$ cat src/source/fabric_pkg.sv
// Shared widths, address map and bus structs of the fabric.
// The address map assumes a 12-bit byte address with the slot in bits 11:10.
package fabric_pkg;

    // ========================================
    // Widths and address map
    // ========================================
    localparam int ADDR_W     = 12;   // Byte address
    localparam int DATA_W     = 32;
    localparam int SLOT_W     = 2;    // Slot sits in addr[11:10]
    localparam int OFFS_W     = 4;    // Word offset in addr[5:2]
    localparam int CTRL_WORDS = 2;    // Words behind the control responder
    localparam int NUM_INTR   = 3;

    // Responder slots
    typedef enum logic [SLOT_W-1:0] {
        SLOT_CTRL   = 2'd0,
        SLOT_IDMA   = 2'd1,   // Lockable instruction-memory bank
        SLOT_DDMA   = 2'd2,
        SLOT_TIEOFF = 2'd3    // Nothing behind it, always errors
    } slot_e;

    typedef enum logic {
        OP_READ  = 1'b0,
        OP_WRITE = 1'b1
    } op_e;

    // Control responder word offsets
    typedef enum logic [OFFS_W-1:0] {
        REG_LOCK    = 4'd0,   // Bit 0 is sticky once written as 1
        REG_GENERIC = 4'd1
    } ctrl_reg_e;

    // Vector 0 is reserved, so vector v lands on intr bit v-1
    typedef enum int {
        VEC_DECODE_ERR  = 1,
        VEC_BLOCKED     = 2,
        VEC_WRITE_NOTIF = 3
    } intr_vec_e;

    // ========================================
    // Structs
    // ========================================
    typedef struct packed {
        op_e               op;
        logic [ADDR_W-1:0] addr;
        logic [DATA_W-1:0] wdata;
    } fabric_req_t;

    typedef struct packed {
        op_e               op;
        slot_e             slot;
        logic [OFFS_W-1:0] offset;
        logic [DATA_W-1:0] wdata;
        logic              unmapped;   // No responder at this address
    } decoded_t;

    typedef struct packed {
        logic [DATA_W-1:0] rdata;
        logic              err;
    } fabric_rsp_t;

endpackage
$ cat src/source/caliptra_fabric_top.sv
// Three-stage bus fabric with one global stall from the response port.
// Bubbles are not squeezed out, so back-pressure freezes the whole pipe.
`timescale 1ns/10ps

module caliptra_fabric_top
    import fabric_pkg::*;
#(
    parameter int BANK_WORDS = 16
) (
    input  logic                clk,
    input  logic                rst_i,
    input  logic                req_valid_i,
    output logic                req_ready_o,
    input  fabric_req_t         req_i,
    output logic                rsp_valid_o,
    input  logic                rsp_ready_i,
    output fabric_rsp_t         rsp_o,
    input  logic                intr_clr_i,
    output logic [NUM_INTR-1:0] intr_o,
    output logic [DATA_W-1:0]   generic_o
);

    logic              stall;      // Response waiting and not taken
    logic              dec_valid;
    decoded_t          dec_q;
    logic              exe_valid;
    decoded_t          exe_q;
    logic [DATA_W-1:0] exe_rdata;
    logic              exe_blocked;

    assign stall       = rsp_valid_o & ~rsp_ready_i;
    assign req_ready_o = ~stall;

    // ========================================
    // Pipeline stages
    // ========================================
    fabric_decode #(
        .BANK_WORDS  (BANK_WORDS)
    ) i_fabric_decode (
        .clk         (clk),
        .rst_i       (rst_i),
        .stall_i     (stall),
        .in_valid_i  (req_valid_i),
        .in_i        (req_i),
        .out_valid_o (dec_valid),
        .out_o       (dec_q)
    );

    fabric_execute #(
        .BANK_WORDS  (BANK_WORDS)
    ) i_fabric_execute (
        .clk         (clk),
        .rst_i       (rst_i),
        .stall_i     (stall),
        .in_valid_i  (dec_valid),
        .in_i        (dec_q),
        .out_valid_o (exe_valid),
        .out_o       (exe_q),
        .rdata_o     (exe_rdata),
        .blocked_o   (exe_blocked),
        .generic_o   (generic_o)
    );

    fabric_result i_fabric_result (
        .clk         (clk),
        .rst_i       (rst_i),
        .stall_i     (stall),
        .in_valid_i  (exe_valid),
        .in_i        (exe_q),
        .rdata_i     (exe_rdata),
        .blocked_i   (exe_blocked),
        .rsp_valid_o (rsp_valid_o),
        .rsp_o       (rsp_o),
        .intr_clr_i  (intr_clr_i),
        .intr_o      (intr_o)
    );

endmodule

$ cat src/source/fabric_result.sv
// Result stage driving the response port and the sticky interrupt bits.
// Interrupt bits clear together on intr_clr_i; a new set wins over the clear.
`timescale 1ns/10ps

module fabric_result
    import fabric_pkg::*;
(
    input  logic                clk,
    input  logic                rst_i,
    input  logic                stall_i,
    input  logic                in_valid_i,
    input  decoded_t            in_i,
    input  logic [DATA_W-1:0]   rdata_i,
    input  logic                blocked_i,
    output logic                rsp_valid_o,
    output fabric_rsp_t         rsp_o,
    input  logic                intr_clr_i,
    output logic [NUM_INTR-1:0] intr_o
);

    logic                advance;
    logic                err;
    logic [NUM_INTR-1:0] intr_set;
    logic [NUM_INTR-1:0] intr_q;

    // ========================================
    // Response and interrupt causes
    // ========================================
    always_comb begin
        advance = in_valid_i && !stall_i;
        err     = in_i.unmapped | blocked_i;

        intr_set = '0;
        if (advance) begin
            intr_set[VEC_DECODE_ERR-1]  = in_i.unmapped;
            intr_set[VEC_BLOCKED-1]     = blocked_i;
            intr_set[VEC_WRITE_NOTIF-1] = (in_i.op == OP_WRITE) && !err;
        end
    end

    always_ff @(posedge clk) begin
        if (rst_i) begin
            rsp_valid_o <= 1'b0;
        end else if (!stall_i) begin
            rsp_valid_o <= in_valid_i;
        end
    end

    // Output register keeps the last response while idle
    always_ff @(posedge clk) begin
        if (rst_i) begin
            rsp_o <= '0;
        end else if (advance) begin
            rsp_o.err   <= err;
            rsp_o.rdata <= (in_i.op == OP_WRITE) ? '0 : rdata_i;
        end
    end

    // Sticky status
    always_ff @(posedge clk) begin
        if (rst_i) begin
            intr_q <= '0;
        end else begin
            intr_q <= (intr_clr_i ? '0 : intr_q) | intr_set;
        end
    end

    assign intr_o = intr_q;

endmodule

$ cat src/source/fabric_execute.sv
// Execute stage with control register, IDMA lock and both data banks.
// The lock is sticky until reset; blocked IDMA writes are dropped.
`timescale 1ns/10ps

module fabric_execute
    import fabric_pkg::*;
#(
    parameter int BANK_WORDS = 16
) (
    input  logic              clk,
    input  logic              rst_i,
    input  logic              stall_i,
    input  logic              in_valid_i,
    input  decoded_t          in_i,
    output logic              out_valid_o,
    output decoded_t          out_o,
    output logic [DATA_W-1:0] rdata_o,
    output logic              blocked_o,
    output logic [DATA_W-1:0] generic_o
);

    // Index 0 is the IDMA bank, index 1 the DDMA bank
    logic [DATA_W-1:0] bank_mem [2][BANK_WORDS];

    logic              lock_q;
    logic [DATA_W-1:0] generic_q;

    logic              advance;
    logic              bank_sel;
    logic              is_bank;
    logic              blocked;
    logic              do_write;
    logic [DATA_W-1:0] rdata_next;

    // ========================================
    // Access decision and read mux
    // ========================================
    always_comb begin
        advance  = in_valid_i && !stall_i;
        bank_sel = (in_i.slot == SLOT_DDMA);
        is_bank  = (in_i.slot == SLOT_IDMA) || (in_i.slot == SLOT_DDMA);
        blocked  = !in_i.unmapped && (in_i.slot == SLOT_IDMA) && lock_q;
        do_write = advance && (in_i.op == OP_WRITE) && !in_i.unmapped && !blocked;

        rdata_next = '0;   // Unmapped and blocked reads return zero
        if (!in_i.unmapped && !blocked && in_i.op == OP_READ) begin
            if (is_bank) begin
                rdata_next = bank_mem[bank_sel][in_i.offset];
            end else if (in_i.offset == REG_LOCK) begin
                rdata_next = DATA_W'(lock_q);
            end else begin
                rdata_next = generic_q;
            end
        end
    end

    // Data banks come out of reset cleared
    always_ff @(posedge clk) begin
        if (rst_i) begin
            for (int b = 0; b < 2; b++) begin
                for (int w = 0; w < BANK_WORDS; w++) begin
                    bank_mem[b][w] <= '0;
                end
            end
        end else if (do_write && is_bank) begin
            bank_mem[bank_sel][in_i.offset] <= in_i.wdata;
        end
    end

    // ========================================
    // Control responder
    // ========================================
    always_ff @(posedge clk) begin
        if (rst_i) begin
            lock_q    <= 1'b0;
            generic_q <= '0;
        end else if (do_write && in_i.slot == SLOT_CTRL) begin
            if (in_i.offset == REG_LOCK) begin
                lock_q <= lock_q | in_i.wdata[0];   // Set only, never cleared
            end else begin
                generic_q <= in_i.wdata;
            end
        end
    end

    assign generic_o = generic_q;

    always_ff @(posedge clk) begin
        if (rst_i) begin
            out_valid_o <= 1'b0;
        end else if (!stall_i) begin
            out_valid_o <= in_valid_i;
        end
    end

    always_ff @(posedge clk) begin
        if (advance) begin
            out_o     <= in_i;
            rdata_o   <= rdata_next;
            blocked_o <= blocked;
        end
    end

endmodule

$ cat src/source/fabric_decode.sv
// Decode stage. Address bits 1:0 are ignored; bits 9:6 must be zero.
`timescale 1ns/10ps

module fabric_decode
    import fabric_pkg::*;
#(
    parameter int BANK_WORDS = 16
) (
    input  logic        clk,
    input  logic        rst_i,
    input  logic        stall_i,
    input  logic        in_valid_i,
    input  fabric_req_t in_i,
    output logic        out_valid_o,
    output decoded_t    out_o
);

    slot_e             slot;
    logic [OFFS_W-1:0] offset;
    logic              hole;       // Nonzero bits between slot and offset
    logic              too_deep;   // Offset past the end of the responder
    logic              unmapped;

    // ========================================
    // Address split
    // ========================================
    always_comb begin
        slot   = slot_e'(in_i.addr[ADDR_W-1 -: SLOT_W]);
        offset = in_i.addr[OFFS_W+1:2];
        hole   = |in_i.addr[ADDR_W-SLOT_W-1:OFFS_W+2];

        case (slot)
            SLOT_CTRL:           too_deep = int'(offset) >= CTRL_WORDS;
            SLOT_IDMA,
            SLOT_DDMA:           too_deep = int'(offset) >= BANK_WORDS;
            default:             too_deep = 1'b0;   // Tie-off handled below
        endcase

        unmapped = hole | too_deep | (slot == SLOT_TIEOFF);
    end

    // ========================================
    // Stage register
    // ========================================
    always_ff @(posedge clk) begin
        if (rst_i) begin
            out_valid_o <= 1'b0;
        end else if (!stall_i) begin
            out_valid_o <= in_valid_i;
        end
    end

    // Payload only loads on an accepted request
    always_ff @(posedge clk) begin
        if (!stall_i && in_valid_i) begin
            out_o.op       <= in_i.op;
            out_o.slot     <= slot;
            out_o.offset   <= offset;
            out_o.wdata    <= in_i.wdata;
            out_o.unmapped <= unmapped;
        end
    end

endmodule

$ cat config.mk
export PLATFORM = sky130hd
export DESIGN_NAME = caliptra_fabric_top
export DESIGN_NICKNAME = d
export VERILOG_FILES = /design/src/source/fabric_pkg.sv /design/src/source/caliptra_fabric_top.sv /design/src/source/fabric_result.sv /design/src/source/fabric_execute.sv /design/src/source/fabric_decode.sv
export SDC_FILE = /design/constraint.sdc
export NUM_CORES = 2
export LEC_CHECK = 0
export CAP_MARGIN = 10
export CELL_PAD_IN_SITES_DETAIL_PLACEMENT = 1
export CELL_PAD_IN_SITES_GLOBAL_PLACEMENT = 1
export CORE_MARGIN = 5
export CORE_UTILIZATION = 45
export DETAILED_ROUTE_END_ITERATION = 12
export DONT_BUFFER_PORTS = 1
export PLACE_DENSITY = 0.76
export SYNTH_ARGS = -nofsm -noshare
export SYNTH_HDL_FRONTEND = slang
export SYNTH_SLANG_ARGS = --single-unit
$ cat constraint.sdc
create_clock -name clk -period 4.99 [get_ports clk]
set_input_delay 1.2475 -clock clk [delete_from_list [all_inputs] [get_ports clk]]
set_output_delay 1.2475 -clock clk [all_outputs]
set_load 0.01 [all_outputs]
### Yosys cells after proc, flatten, opt, wreduce, memory -nomap -nowiden

Memories as Yosys holds them, arrays and structs flattened.
Index checks and enable logic that the tools add are counted.

* bits in registers: 147
* memories kept: 1
* RAM bits: 1024
* bits in latches: 0
* output and inout port bits: 70
* bits in read-only memories: 0

Memories
* i_fabric_execute.bank_mem: depth 2, bits a word 512, rd ports 1, clocked after memory_dff 0, write ports 2, line fabric_execute.sv:23 `logic [DATA_W-1:0] bank_mem [2][BANK_WORDS];`

* reductions and logical operators: 26
* div/mod/pow operators: 0
* multipliers: 0
* mux-type cells: 19
* equal/unequal tests: 3
* bitwise operators: 11
* shift-type cells: 0
* order comparisons: 3
* add/sub/neg operators: 0

Operators by type and width (count)
* 512-bit two-way mux: 3
* 512-bit OR reduction: 1
* 32-bit two-way mux: 6
* 32-bit binary-select mux with 4-bit select: 1
* 32-bit demux with 4-bit select: 1
* 1-bit logical AND: 14
* 1-bit two-way mux: 6
* 3-bit two-way mux: 2
* 5-bit greater-or-equal comparator (second input constant): 1
* 5-bit by 1-bit less-than comparator with 1-bit output (second input constant): 1
* 4-bit inverter with 5-bit output: 1
* 2-bit == test (second input constant): 2
* 4-bit by 2-bit greater-or-equal comparator with 1-bit output (second input constant): 1
* 1-bit zero test: 4
* 2-bit zero test: 2
* 4-bit zero test: 1
* 1-bit inverter: 4
* 1-bit OR: 4
* 2-bit AND reduction: 2
* 4-bit OR reduction: 1
* 3-bit OR: 1
* 2-bit by 1-bit == test with 1-bit output (second input constant): 1
* 1-bit bitwise AND: 1
* 1-bit logical OR: 1

### Longest topological paths before layout

* word-level depth: 13
* mapped depth: 11

### By module

Synthesis repeated with hierarchy kept, for this count alone.

* cell total of the unflattened synthesis: 3349
* area total of the unflattened synthesis: 50280.7 um2

By module, submodules not included
* fabric_execute: times used 1, cells an instance 3134, area an instance 47499.3 um2
* fabric_result: times used 1, cells an instance 164, area an instance 1498.9 um2
* fabric_decode: times used 1, cells an instance 49, area an instance 1270.0 um2
* caliptra_fabric_top: times used 1, cells an instance 2, area an instance 12.5 um2

### Worst setup path before layout

Ideal clock, no wire load.

* path kind: input to register
* start point: input rsp_ready_i
* end point: memory i_fabric_execute.bank_mem[1][384] in the netlist's numbering, enable pin
* data required time: 4.562 ns
* path slack: 1.081 ns
* cell stages on the path: 4
* arrival time: 3.481 ns
* path through: nand2b_1 -> nand4_1 -> or3_1 -> o21bai_1

RTL lines
* start, declared: line caliptra_fabric_top.sv:16 `input logic rsp_ready_i,`
* end, declared: line fabric_execute.sv:23

==> flow_results.org <==
** Hold path
- Hold EP :: i_fabric_execute.out_o[39]
- Path category of the worst min-delay check :: register to register
- Counting instances, the worst hold path has a depth of 0.
- Hold path start :: i_fabric_decode.out_o[39]

** Worst setup path
- The critical path in this run is classified as register to register.
- Required time of the critical path :: between 5 and 6 ns
- Crit end category :: register
- In this run the critical register-to-register path is launched from i_fabric_decode.out_o[38].
- The worst setup path is launched from a register.
- Reg2Reg Setup Slack :: about 1.4 ns
- In this run the critical register-to-register path is captured at i_fabric_execute.bank_mem[1][250].
- Of all nets on the critical path, the largest fanout is 65.
- Arrival time of the worst setup path :: between 3 and 4 ns
- The number of cells on the worst reg-to-reg path is 8.

** Run status
- Status :: completed

** Placement
- HPWL reported at the end of detailed placement :: between 80000 and 90000 um
- Including well taps, the total number of placed cells is about 4700.
- Routability cong. :: approximately 0.78
- Worst slack at placement :: about 1.1 ns
- The count of buffers added on input and output ports is 0.

** STA
- Final worst-path setup slack :: 1.411 ns
- Worst relative slew slack :: 26.36%
- Setup Total Neg Slack :: 0 ns
- The smallest clock period supported by the final layout is computed as around 3.6 ns.
- At the pin with the least slew margin, the transition time is 1.102 ns.
- Setup violations remaining at the end of the flow were counted as 0.
- For the final database, setup skew stands at 0.02845 ns.
- Count of final hold-check violations :: 0
- In the finished design, the share of the clock period the worst path needs comes to 71.72%.
- Pins Over Slew Limit :: 0
- Static timing analysis puts the maximum clock frequency at 279.4 MHz.
- Setup repair after global routing missed its margin :: no

** Die
- Die Wd :: 336.9 um
- Die Area :: 113500 um2
- Pin placement for this block handled 120 I/O pins.
- Row Count :: between 100 and 150
- Core ar. :: between 100000 and 150000 um2
- For this configuration, the core starts out at a cell density of a little under half.
- Chip height :: between 300 and 400 um

** Detailed routing
- In this run the remaining antenna-violating nets after routing total 0.
- DRC :: 0
- In the routed layout, each cell is associated on average with a via count of 6.166.
- First DRT Iteration DRCs :: 3251
- The first detailed-routing pass ran for 5 iterations.
- Final routed wirelength across all metal layers :: 147300 um
- Per-cell routed wire length :: between 30 and 40 um
- The routed layout has between 30000 and 40000 vias.

** CTS
- Total CTS buffers :: approximately 110
- TritonCTS built the clock tree.
- The clock passes through at most 3 buffers.
- Post-CTS Repair Setup Buffers :: 0
- Count of hold-fix buffers inserted at cts :: 0
- CTS sink cnt :: about 1200
- In this run, post-CTS repair resized a total of 0 instances.
- In this run the number of H-tree levels came out at 3.
- Clock-pin slew on the worst setup and hold paths :: approximately 0.060 ns
- In this run the clock root is driven by a sky130_fd_sc_hd__clkbuf_16.
- Clock insertion delay at the later pin of the skew report :: slightly below 0.7 ns

** Final layout
- The finished layout holds a little under 5000 standard cells, fillers aside.
- Area Overhead vs Synth :: 12.10%
- Core utilization of the finished layout :: 50.57%
- Leaving out fill and tap cells, the most frequent cells in the layout are sky130_fd_sc_hd__edfxtp_1, sky130_fd_sc_hd__nor2_1, sky130_fd_sc_hd__mux2i_1.
- Fraction of final layout cells with drive strength greater than 1 :: between 9 and 10%
- Post-layout net count :: 3441
- Leaving out fill and tap cells, the most frequent cell in the layout is sky130_fd_sc_hd__edfxtp_1.

** Global route
- The first global-routing pass estimated roughly 210000 um of wire.
- Antenna violations before repair :: 0
- The via count of the first global-routing pass was ~32000.
- The total overflow left after global routing is 0.
- Overall Global Routing Usage :: between 20% and 30%
- Pin count of the biggest net entering global routing :: between 100 and 150

** Pwr
- Leakage power :: 18.02 nW
- Across the VDD grid, the largest voltage drop is approximately 0.34 mV.
- The analysis attributes to net switching a power of slightly below 0.005 W.
- In this run switching power makes up ~23% of total power.
- Total power after layout :: 0.02114 W
- The internal power of the cells totals 0.01632 W.
- Combinational cells account for between 6 and 7% of the total power.
- Fraction of power consumed by sequential logic :: between 50% and 60%
- Power per cell area :: between 300 and 400 nW/um2
- Clk pwr share :: around two fifths

** Logic synthesis
- Register bit count reported by yosys :: 1171
- Count of unique library cells instantiated by Yosys :: 38
- Syn. warnings :: 0
- Post-Synthesis Cells :: ~3400
- The average instance in the mapped netlist occupies 14.04 um2.
- The share of synthesized area in the top cell type comes to a little under 70%.
- After synthesis the cells add up to around 48000 um2.
- The largest total area in the synthesized netlist belongs to sky130_fd_sc_hd__edfxtp_1.
- Sequential-to-total area share from yosys stat :: a little under three quarters
- Ranking of synthesized cells by area :: sky130_fd_sc_hd__edfxtp_1, sky130_fd_sc_hd__mux2i_1, sky130_fd_sc_hd__nor2_1
- The number of nets handed over by synthesis was 3479.

** Flow run
- Maximum Capacitance Violations :: 0
registers in the layout (all words and copies together), names as in the netlist:
name	cells
i_fabric_decode.out_o	40
i_fabric_decode.out_valid_o	1
i_fabric_execute.bank_mem	1024
i_fabric_execute.blocked_o	1
i_fabric_execute.generic_o	32
i_fabric_execute.lock_q	1
i_fabric_execute.out_o	2
i_fabric_execute.out_valid_o	1
i_fabric_execute.rdata_o	32
i_fabric_result.intr_o	3
i_fabric_result.rsp_o	33
i_fabric_result.rsp_valid_o	1
metrics by stage:
step	cell area, um2	hold slack, ns
6_report	53910	0.4974
5_1_grt	53910	0.5213
4_1_cts	53880	0.5001
3_5_place_dp	50190	0.4851
3_3_place_gp	50190	0.4705
2_1_floorplan	48090	0.4516
layer usage:
layer / GRT usage, % / vias to the layer above / part of all wire, %
met4: 12.67 / 0 / 5.4
met1: 32.02 / 15714 / 38
met3: 3.696 / 346 / 7.0
met5: 0 / - / 0
met2: 43.43 / 1346 / 50
li1: - / 12747 / -
cell type report:
| class | instances | area, um2 |
|---|---|---|
| clock buffers | 144 | 3090 |
| repair buffers | 96 | 1316 |
| fillers | 10375 | 52690 |
| flip-flops and latches | 1171 | 34440 |
| clock inverters | 69 | 596.8 |
| inverters | 5 | 18.77 |
| multi-input cells | 2001 | 12690 |
| well taps | 1403 | 1755 |
| diodes | 1 | 2.502 |
cells by family (layout without fill, tap and decap cells):
kind of cell | Yosys count | in the layout | synth area share [%]
AO/OA/AOI/OAI | 548 | 548 | 6.801
multiplexers | 513 | 513 | 10.68
flip-flops | 1171 | 1171 | 71.62
adder cells (fa/ha/maj) | 3 | 3 | 0.07806
other | 0 | 1 | 0
buffers and inverters | 254 | 314 | 2.381
AND/OR/NAND/NOR | 937 | 937 | 8.442
critical path: stages, from the launching register on:
cell and delay (ns):
sky130_fd_sc_hd__edfxtp_1 0.39, sky130_fd_sc_hd__inv_1 0.08, sky130_fd_sc_hd__ha_2 0.33, sky130_fd_sc_hd__buf_4 0.58, sky130_fd_sc_hd__nand2_1 0.20, sky130_fd_sc_hd__or2_2 0.37
sky130_fd_sc_hd__nor3b_2 0.33, sky130_fd_sc_hd__a21o_2 0.68, sky130_fd_sc_hd__buf_4 0.30
worst max path at each step:
| stage | start | to | slack, ns | cells past startpoint |
|---|---|---|---|---|
| 2_1_floorplan | rsp_ready_i | i_fabric_execute.bank_mem[1][384] | 1.08 | 4 |
| 3_3_place_gp | rsp_ready_i | i_fabric_execute.bank_mem[1][247] | 1.11 | 7 |
| 3_5_place_dp | rsp_ready_i | i_fabric_execute.bank_mem[1][249] | 1.06 | 7 |
| 4_1_cts | i_fabric_decode.out_o[38] | i_fabric_execute.bank_mem[1][252] | 1.47 | 8 |
| 5_1_grt | i_fabric_decode.out_o[38] | i_fabric_execute.bank_mem[1][244] | 1.30 | 8 |
| 6_report | i_fabric_decode.out_o[38] | i_fabric_execute.bank_mem[1][250] | 1.41 | 8 |
synth_stat cells:
| master | count |
|---|---|
| sky130_fd_sc_hd__nor3b_1 | 33 |
| sky130_fd_sc_hd__nor2_2 | 1 |
| sky130_fd_sc_hd__nand4_1 | 3 |
| sky130_fd_sc_hd__a41oi_1 | 1 |
| sky130_fd_sc_hd__a32oi_1 | 2 |
| sky130_fd_sc_hd__mux2i_1 | 512 |
| sky130_fd_sc_hd__a311oi_1 | 32 |
| sky130_fd_sc_hd__nand2_1 | 205 |
| sky130_fd_sc_hd__buf_6 | 5 |
| sky130_fd_sc_hd__or3_1 | 2 |
| sky130_fd_sc_hd__ha_1 | 3 |
| sky130_fd_sc_hd__a21o_1 | 27 |
| sky130_fd_sc_hd__edfxtp_1 | 1099 |
| sky130_fd_sc_hd__inv_1 | 5 |
| sky130_fd_sc_hd__dfxtp_1 | 72 |
| sky130_fd_sc_hd__nor3b_2 | 2 |
| sky130_fd_sc_hd__a211oi_1 | 1 |
| sky130_fd_sc_hd__and2_1 | 100 |
| sky130_fd_sc_hd__buf_2 | 51 |
| sky130_fd_sc_hd__nor2b_1 | 3 |
| sky130_fd_sc_hd__o21ai_0 | 126 |
| sky130_fd_sc_hd__mux2_2 | 1 |
| sky130_fd_sc_hd__nor4_1 | 1 |
| sky130_fd_sc_hd__buf_1 | 19 |
| sky130_fd_sc_hd__buf_4 | 24 |
| sky130_fd_sc_hd__clkbuf_1 | 150 |
| sky130_fd_sc_hd__nand2b_1 | 5 |
| sky130_fd_sc_hd__nor2_1 | 534 |
| sky130_fd_sc_hd__a31oi_1 | 1 |
| sky130_fd_sc_hd__nand3_1 | 2 |
| sky130_fd_sc_hd__or2_1 | 2 |
| sky130_fd_sc_hd__o21bai_1 | 3 |
| sky130_fd_sc_hd__and3_1 | 36 |
| sky130_fd_sc_hd__o21ai_1 | 1 |
| sky130_fd_sc_hd__o22ai_1 | 254 |
| sky130_fd_sc_hd__nor3_1 | 3 |
| sky130_fd_sc_hd__or2_2 | 5 |
| sky130_fd_sc_hd__a21oi_1 | 100 |
power by group through the flow:
stage               sequential, W  combinational (W)  clock, W
floorplan                  0.0113           0.000789         0
global placement           0.0114            0.00124         0
detailed placement         0.0114            0.00128         0
CTS                        0.0112            0.00130   0.00866
global route               0.0112            0.00136   0.00914
finish                     0.0112            0.00131   0.00860
Note: power is estimated with default switching activity, not from simulation.
